[config.mk]
export PLATFORM = sky130hd
export DESIGN_NAME = glb_cfg_chain
export DESIGN_NICKNAME = d
export VERILOG_FILES = /design/src/glb_cfg_pkg.sv /design/src/glb_tile_cfg_ctrl.sv /design/src/glb_tile_cfg_regs.sv /design/src/glb_cfg_chain.sv
export VERILOG_INCLUDE_DIRS = /design/src
export SDC_FILE = /design/constraint.sdc
export NUM_CORES = 2
export LEC_CHECK = 0
export BUFFER_PORTS_ARGS = -buffer_cell sky130_fd_sc_hd__buf_4
export CAP_MARGIN = 10
export CORE_AREA = 10 10 553 393
export DETAILED_ROUTE_END_ITERATION = 8
export DIE_AREA = 0 0 563 403
export PLACE_DENSITY = 0.7
export SLEW_MARGIN = 20
export SYNTH_ARGS = -nofsm -noshare
export SYNTH_HDL_FRONTEND = slang
export SYNTH_SLANG_ARGS = --single-unit
[constraint.sdc]
create_clock -name clk -period 149.5 [get_ports clk]
set_input_delay 7.475 -clock clk [delete_from_list [all_inputs] [get_ports clk]]
set_output_delay 7.475 -clock clk [all_outputs]
set_load 0.05 [all_outputs]
[src/glb_cfg_settings.svh]
`ifndef GLB_CFG_SETTINGS_SVH
`define GLB_CFG_SETTINGS_SVH

// tiles in the chain
`define GLB_NUM_TILES 4

// tile-select field, wide enough for ids past the last tile
`define GLB_TILE_ID_WIDTH 4

// register-select field inside one tile
`define GLB_REG_ADDR_WIDTH 6

// byte offset bits, ignored by decode
`define GLB_BYTE_OFFSET 2

// config data width
`define GLB_DATA_WIDTH 32

// implemented registers per tile
`define GLB_NUM_REGS 16

// full byte address: offset, then register, then tile
`define GLB_CFG_ADDR_WIDTH (`GLB_BYTE_OFFSET + `GLB_REG_ADDR_WIDTH + `GLB_TILE_ID_WIDTH)

`endif

[src/glb_cfg_pkg.sv]
`include "glb_cfg_settings.svh"

package glb_cfg_pkg;

    // byte address, lsb first: byte offset, register, tile
    typedef logic [`GLB_CFG_ADDR_WIDTH-1:0] cfg_addr_t;
    typedef logic [`GLB_DATA_WIDTH-1:0]     cfg_data_t;
    typedef logic [`GLB_TILE_ID_WIDTH-1:0]  tile_id_t;
    typedef logic [`GLB_REG_ADDR_WIDTH-1:0] reg_addr_t;

    // host write request, travels west to east
    typedef struct packed {
        logic      wr_en;
        logic      wr_clk_en;
        cfg_addr_t wr_addr;
        cfg_data_t wr_data;
    } cfg_wr_req_t;

    // host read request, travels west to east
    typedef struct packed {
        logic      rd_en;
        logic      rd_clk_en;
        cfg_addr_t rd_addr;
    } cfg_rd_req_t;

    // read response, travels east to west
    typedef struct packed {
        cfg_data_t rd_data;
        logic      rd_data_valid;
    } cfg_rd_rsp_t;

    // local register bus, controller to register file
    typedef struct packed {
        cfg_data_t write_data;
        reg_addr_t address;
        logic      read;
        logic      write;
    } pio_req_t;

    // register file answer, two cycles after a read
    typedef struct packed {
        cfg_data_t read_data;
        logic      ack;
        logic      nack;
    } pio_rsp_t;

endpackage

[src/glb_tile_cfg_ctrl.sv]
`timescale 1ns/1ns
`include "glb_cfg_settings.svh"

module glb_tile_cfg_ctrl
    import glb_cfg_pkg::*;
#(
    parameter tile_id_t TILE_ID = '0
) (
    input  logic        clk,
    input  logic        reset,
    // west side, toward the host
    input  cfg_wr_req_t wr_wst,
    input  cfg_rd_req_t rd_wst,
    output cfg_rd_rsp_t rsp_wst,
    // east side, toward the next tile
    output cfg_wr_req_t wr_est,
    output cfg_rd_req_t rd_est,
    input  cfg_rd_rsp_t rsp_est,
    // local register bus
    output pio_req_t    pio_req,
    input  pio_rsp_t    pio_rsp
);

    // field positions inside a byte address
    localparam int REG_LSB  = `GLB_BYTE_OFFSET;
    localparam int TILE_LSB = `GLB_BYTE_OFFSET + `GLB_REG_ADDR_WIDTH;

    tile_id_t  wr_tile;
    tile_id_t  rd_tile;
    logic      wr_match;
    logic      rd_match;
    logic      rd_en_d1;
    logic      rd_en_d2;
    logic      loc_capture;
    logic      loc_valid_q;
    cfg_data_t loc_data_q;
    logic      rsp_valid_q;
    cfg_data_t rsp_data_q;

    // tile select of each incoming request
    assign wr_tile  = wr_wst.wr_addr[TILE_LSB +: `GLB_TILE_ID_WIDTH];
    assign rd_tile  = rd_wst.rd_addr[TILE_LSB +: `GLB_TILE_ID_WIDTH];
    assign wr_match = (wr_tile == TILE_ID);
    assign rd_match = (rd_tile == TILE_ID);

    // pio decode, same cycle as the west inputs
    always_comb begin
        pio_req = '0;
        if (rd_wst.rd_en && rd_match) begin
            pio_req.address = rd_wst.rd_addr[REG_LSB +: `GLB_REG_ADDR_WIDTH];
            pio_req.read    = 1'b1;
        end
        // a matching write takes the bus, the read is lost
        if (wr_wst.wr_en && wr_match) begin
            pio_req.write_data = wr_wst.wr_data;
            pio_req.address    = wr_wst.wr_addr[REG_LSB +: `GLB_REG_ADDR_WIDTH];
            pio_req.read       = 1'b0;
            pio_req.write      = 1'b1;
        end
    end

    // write forwarding east, one hop per cycle
    always_ff @(posedge clk or posedge reset) begin
        if (reset) begin
            wr_est <= '0;
        end else begin
            // enable wave trails the request by one hop
            wr_est.wr_clk_en <= wr_wst.wr_clk_en;
            if (wr_wst.wr_clk_en) begin
                wr_est.wr_en <= wr_wst.wr_en && !wr_match;
                if (wr_wst.wr_en && !wr_match) begin
                    wr_est.wr_addr <= wr_wst.wr_addr;
                    wr_est.wr_data <= wr_wst.wr_data;
                end
            end
        end
    end

    // read forwarding east
    always_ff @(posedge clk or posedge reset) begin
        if (reset) begin
            rd_est <= '0;
        end else begin
            rd_est.rd_clk_en <= rd_wst.rd_clk_en;
            if (rd_wst.rd_clk_en) begin
                rd_est.rd_en <= rd_wst.rd_en && !rd_match;
                if (rd_wst.rd_en && !rd_match) begin
                    rd_est.rd_addr <= rd_wst.rd_addr;
                end
            end
        end
    end

    // read strobe delayed to line up with the register file answer
    always_ff @(posedge clk or posedge reset) begin
        if (reset) begin
            rd_en_d1 <= 1'b0;
            rd_en_d2 <= 1'b0;
        end else begin
            rd_en_d1 <= pio_req.read;
            rd_en_d2 <= rd_en_d1;
        end
    end

    // ack and nack both end the read; nack data is already zero
    assign loc_capture = rd_en_d2 && (pio_rsp.ack || pio_rsp.nack);

    always_ff @(posedge clk or posedge reset) begin
        if (reset) begin
            loc_valid_q <= 1'b0;
        end else begin
            loc_valid_q <= loc_capture;
        end
    end

    always_ff @(posedge clk) begin
        if (loc_capture) begin
            loc_data_q <= pio_rsp.read_data;
        end
    end

    // west response, local answer beats the one from the east
    always_ff @(posedge clk or posedge reset) begin
        if (reset) begin
            rsp_valid_q <= 1'b0;
        end else if (rd_wst.rd_clk_en) begin
            rsp_valid_q <= loc_valid_q || rsp_est.rd_data_valid;
        end
    end

    always_ff @(posedge clk) begin
        if (rd_wst.rd_clk_en) begin
            rsp_data_q <= loc_valid_q ? loc_data_q : rsp_est.rd_data;
        end
    end

    assign rsp_wst = '{rd_data: rsp_data_q, rd_data_valid: rsp_valid_q};

    // decode never drives both strobes
    a_pio_one_op: assert property (
        @(posedge clk) disable iff (reset) !(pio_req.read && pio_req.write));

    // register file answers exactly two cycles after each read
    a_pio_rsp_align: assert property (
        @(posedge clk) disable iff (reset) (pio_rsp.ack || pio_rsp.nack) == rd_en_d2);

endmodule

[src/glb_tile_cfg_regs.sv]
`timescale 1ns/1ns
`include "glb_cfg_settings.svh"

module glb_tile_cfg_regs
    import glb_cfg_pkg::*;
(
    input  logic     clk,
    input  logic     reset,
    input  pio_req_t pio_req,
    output pio_rsp_t pio_rsp
);

    // index bits that select an implemented register
    localparam int IDX_WIDTH = $clog2(`GLB_NUM_REGS);

    cfg_data_t            cfg_reg [`GLB_NUM_REGS];
    logic                 wr_hit;
    logic                 rd_hit;
    logic [IDX_WIDTH-1:0] wr_idx;
    logic [IDX_WIDTH-1:0] rd_idx;
    // read stage 1
    logic                 rd_s1;
    logic                 hit_s1;
    cfg_data_t            data_s1;
    // read stage 2 drives the bus
    logic                 ack_q;
    logic                 nack_q;
    cfg_data_t            data_q;

    // only the low registers exist
    assign wr_hit = pio_req.write && (pio_req.address < `GLB_NUM_REGS);
    assign rd_hit = pio_req.read && (pio_req.address < `GLB_NUM_REGS);
    assign wr_idx = pio_req.address[IDX_WIDTH-1:0];
    assign rd_idx = pio_req.address[IDX_WIDTH-1:0];

    // writes land at the next edge and misses are dropped
    always_ff @(posedge clk or posedge reset) begin
        if (reset) begin
            for (int i = 0; i < `GLB_NUM_REGS; i++) begin
                cfg_reg[i] <= '0;
            end
        end else if (wr_hit) begin
            cfg_reg[wr_idx] <= pio_req.write_data;
        end
    end

    // strobes of both read stages
    always_ff @(posedge clk or posedge reset) begin
        if (reset) begin
            rd_s1  <= 1'b0;
            hit_s1 <= 1'b0;
            ack_q  <= 1'b0;
            nack_q <= 1'b0;
        end else begin
            rd_s1  <= pio_req.read;
            hit_s1 <= rd_hit;
            ack_q  <= rd_s1 && hit_s1;
            nack_q <= rd_s1 && !hit_s1;
        end
    end

    // read data path
    always_ff @(posedge clk) begin
        data_s1 <= cfg_reg[rd_idx];
        // unimplemented address reads as zero
        data_q  <= hit_s1 ? data_s1 : '0;
    end

    assign pio_rsp = '{read_data: data_q, ack: ack_q, nack: nack_q};

    // ack and nack exclude each other
    a_ack_nack_excl: assert property (
        @(posedge clk) disable iff (reset) !(pio_rsp.ack && pio_rsp.nack));

endmodule

[src/glb_cfg_chain.sv]
`timescale 1ns/1ns
`include "glb_cfg_settings.svh"

module glb_cfg_chain
    import glb_cfg_pkg::*;
(
    input  logic        clk,
    input  logic        reset,
    input  cfg_wr_req_t cfg_wr,
    input  cfg_rd_req_t cfg_rd,
    output cfg_rd_rsp_t cfg_rsp
);

    // index k is the west side of tile k
    cfg_wr_req_t wr_chain  [`GLB_NUM_TILES];
    cfg_rd_req_t rd_chain  [`GLB_NUM_TILES];
    cfg_rd_rsp_t rsp_chain [`GLB_NUM_TILES];
    // per-tile register bus
    pio_req_t    pio_req   [`GLB_NUM_TILES];
    pio_rsp_t    pio_rsp   [`GLB_NUM_TILES];

    // host attaches at the west end of tile 0
    assign wr_chain[0] = cfg_wr;
    assign rd_chain[0] = cfg_rd;
    assign cfg_rsp     = rsp_chain[0];

    for (genvar i = 0; i < `GLB_NUM_TILES; i++) begin : g_tile
        if (i < `GLB_NUM_TILES - 1) begin : g_mid
            glb_tile_cfg_ctrl #(
                .TILE_ID(tile_id_t'(i))
            ) i_ctrl (
                .clk    (clk),
                .reset  (reset),
                .wr_wst (wr_chain[i]),
                .rd_wst (rd_chain[i]),
                .rsp_wst(rsp_chain[i]),
                .wr_est (wr_chain[i+1]),
                .rd_est (rd_chain[i+1]),
                .rsp_est(rsp_chain[i+1]),
                .pio_req(pio_req[i]),
                .pio_rsp(pio_rsp[i])
            );
        end else begin : g_last
            // east end: requests fall off, nothing comes back
            glb_tile_cfg_ctrl #(
                .TILE_ID(tile_id_t'(i))
            ) i_ctrl (
                .clk    (clk),
                .reset  (reset),
                .wr_wst (wr_chain[i]),
                .rd_wst (rd_chain[i]),
                .rsp_wst(rsp_chain[i]),
                .wr_est (),
                .rd_est (),
                .rsp_est('0),
                .pio_req(pio_req[i]),
                .pio_rsp(pio_rsp[i])
            );
        end

        glb_tile_cfg_regs i_regs (
            .clk    (clk),
            .reset  (reset),
            .pio_req(pio_req[i]),
            .pio_rsp(pio_rsp[i])
        );
    end

endmodule

==> impl_metrics.yaml <==
run_status:
  status: "completed"
setup_path:
  cp-end-kind: "async pin"
  cp_cell_sequence: "buf_4 -> inv_8 -> buf_4 -> buf_12 -> buf_4 -> buf_12 -> buf_12 -> buf_4 -> buf_6"
  r2r-start: "g_tile[2].g_mid.i_ctrl.wr_est[42]"
  r2r_end: "g_tile[3].i_regs.data_s1[23]"
  worstPathArrival_ns: 14.14
  cpMostUsedCell: "buf_4"
  slowest_delay_ns: 0.90
  crit_path_top_delay_cell: "buf_4"
  r2r_slack_ns: 144.21
  reg2reg_depth: 10
  crit_required_ns: 150.41
  critPathMaxFanout: 184
  crit_type: "in2async"
  start_kind: "input port"
finish:
  fin_util_pct: 59.9
  ff_latch_area_um2: 68900
  fillers: 16600
  largest_reg_flops: 2048
  fin_cells: 13300
  area_growth_pct: 9.71
  drive_gt1_share_pct: 11.7
  multi_input_area_um2: 41200
  nets: 10400
worst_hold_path:
  holdCritPathClass: "reg2reg"
  hold_start: "g_tile[3].i_regs.data_q[10]"
  min_path_cells: 0
  holdPathEnd: "g_tile[3].g_last.i_ctrl.loc_data_q[10]"
drt:
  dr.pass1.iters: 6
  vias_per_cell: 6.08
  drt_wl_total_mm: 321
  drt_iter0_drc: 9049
  vias: 80800
  avgRoutedWirePerCell_um: 24.1
  antenna_left: 0
  post-route-drc-count: 0
grt:
  overflow: 0
  grt_pass1_vias: 77900
  grt_pass1_wl_mm: 487
  antenna_found_initial: 41
  grt_max_degree: 185
  grt_usage_pct: 27.7
sta:
  relSlewSlack_pct: 20.2
  rsz0062_at_grt: "false"
  skew_ns: 0.0729
  setup_violations: 0
  fmax_mhz: 75.6
  final.min_clock_period_ns: 13.23
  fin_crit_sh_pct: 8.85
  tightest_slew_ns: 1.20
  drv_slew: 0
  fin_tns_setup_ns: 0
  hold_violations: 0
yosys:
  netlist_area_um2: 113000
  ys_seq_area_share_pct: 61.1
  synth_nets: 10700
  syn_avg_cell_area_um2: 10.6
  synthTopCellsByArea: "dfrtp_1, o21ai_0, nand2_1, edfxtp_1, mux2i_1"
  synth_cell_types: 71
  async_reset_ff_share_pct: 81.4
  yosysTopAreaCellShare_pct: 49.7
  netlist_top_cells_count: "nand2_1, dfrtp_1, o21ai_0, clkbuf_1, mux2i_1"
  synth_cells: 10700
  synth_top_cell_by_area: "dfrtp_1"
  synth.most_common_cell: "nand2_1"
  ys_ff_latch: 2755
  ys.flop_type: "dfrtp_1"
  ys_warn_count: 0
  synth-edff-count: 256
placed_design:
  portBuffers: 90
  place_congestion: 0.896
  dp_hpwl_mm: 186
  place_inst: 12800
floorplan:
  initial_core_util_pct: 54.6
  pin_count: 95
  die-width_um: 563
  dieArea_um2: 227000
  die_h_um: 403
  std_cell_rows: 140
  core_region_area_um2: 207000
clock_tree:
  cts_buffer_depth: 4
  clock_sinks: 2755
  clk_latency_ns: 0.92
  postCtsHoldBufs: 0
  cts_buffers: 248
  cts_root_buffer: "clkbuf_16"
  clk_pin_slew_worst_paths_ns: 0.06
  cts_setup_buffers: 0
  cts_tree: "yes"
  cts.htree.levels: 4
  ctsResizeCount: 0
run:
  maxCapViolations: 0
power_and_ir_drop:
  irDropWorstVdd_v: 0.0000112
  cellLeakagePower_nw: 52.6
  p_total_mw: 1.53
  powerDensity_nw_per_um2: 12.4
[layout by cell type, fill, tap and decap left out, types with 8 or more instances in the layout]
cell	count
a21boi_0	192
a21oi_1	68
a22oi_1	98
a2bb2oi_1	31
and2_1	165
and3_1	197
buf_4	230
bufinv_16	21
clkbuf_1	69
clkbuf_16	253
clkbuf_8	48
clkinv_2	41
clkinvlp_4	12
dfrtp_1	2240
dfxtp_1	256
diode_2	12
edfxtp_1	256
inv_1	12
mux2_2	477
mux2i_1	543
nand2_1	2327
nand2_2	42
nand2_4	8
nand2b_1	11
nand3_1	18
nand3_2	10
nand4_1	41
nand4b_1	8
nor2_1	23
nor2b_1	13
nor3_1	15
o2111ai_1	67
o211ai_1	8
o21ai_0	2228
o21ai_1	22
o22ai_1	227
or3_1	32
or4_1	64
[power breakdown]
group	internal [mW]	switching [mW]
sequential	0.771	0.0365
combinational	0.0239	0.0475
clock	0.371	0.282
total	1.17	0.366
[critical path: cells and delay by family]
family   cells  cell delay [ns]
buf+inv      9             6.03
[layout make-up]
| class | instances | area share (%) |
|---|---|---|
| Sequential cell | 2755 | 55.7 |
| Multi-Input combinational cell | 7041 | 33.2 |
| Clock buffer | 370 | 5.85 |
| Tap cell | 2769 | 2.80 |
| Timing Repair Buffer | 242 | 1.55 |
| Clock inverter | 89 | 0.840 |
| Inverter | 14 | 0.0485 |
| Antenna cell | 12 | 0.0242 |
[cells by family (layout without fill, tap and decap cells)]
logic type / after synthesis / count (layout) / synth area share (%)
flops: 2755 / 2755 / 61.1
compound gates: 3002 / 3002 / 14.7
other cells: 0 / 12 / 0
simple gates: 3018 / 3018 / 11.6
mux: 1021 / 1021 / 9.58
buf+inv: 880 / 715 / 3.07
[stage by stage]
| stage | worst slack (ns) | instance area, um2 | hold slack (ns) |
|---|---|---|---|
| floorplan | 78.65 | 113000 | 0.360 |
| global placement | 135.06 | 115000 | 0.364 |
| detailed placement | 134.80 | 115000 | 0.372 |
| CTS | 135.74 | 124000 | 0.359 |
| global route | 135.28 | 124000 | 0.361 |
| finish | 136.27 | 124000 | 0.360 |
[how the worst max path moves through the flow]
| stage | start | endpoint | cells past startpoint |
|---|---|---|---|
| CTS | reset | g_tile[3].i_regs.cfg_reg[217] | 9 |
| global placement | reset | g_tile[3].i_regs.cfg_reg[154] | 9 |
| global route | reset | g_tile[3].i_regs.cfg_reg[96] | 9 |
| floorplan | reset | g_tile[0].g_mid.i_ctrl.loc_valid_q | 1 |
| finish | reset | g_tile[3].i_regs.cfg_reg[427] | 9 |
| detailed placement | reset | g_tile[3].i_regs.cfg_reg[154] | 9 |
[layer usage]
layer / routed length [um] / vias up / GRT usage [%] / part of all wire, %
li1: - / 36300 / - / -
met1: 141000 / 40200 / 41.4 / 44
met2: 132000 / 3548 / 38.8 / 41
met3: 37000 / 654 / 8.21 / 12
met4: 10700 / 28 / 8.97 / 3.3
met5: 189 / - / 0 / 0.059
Note: power is estimated with default switching activity, not from simulation.
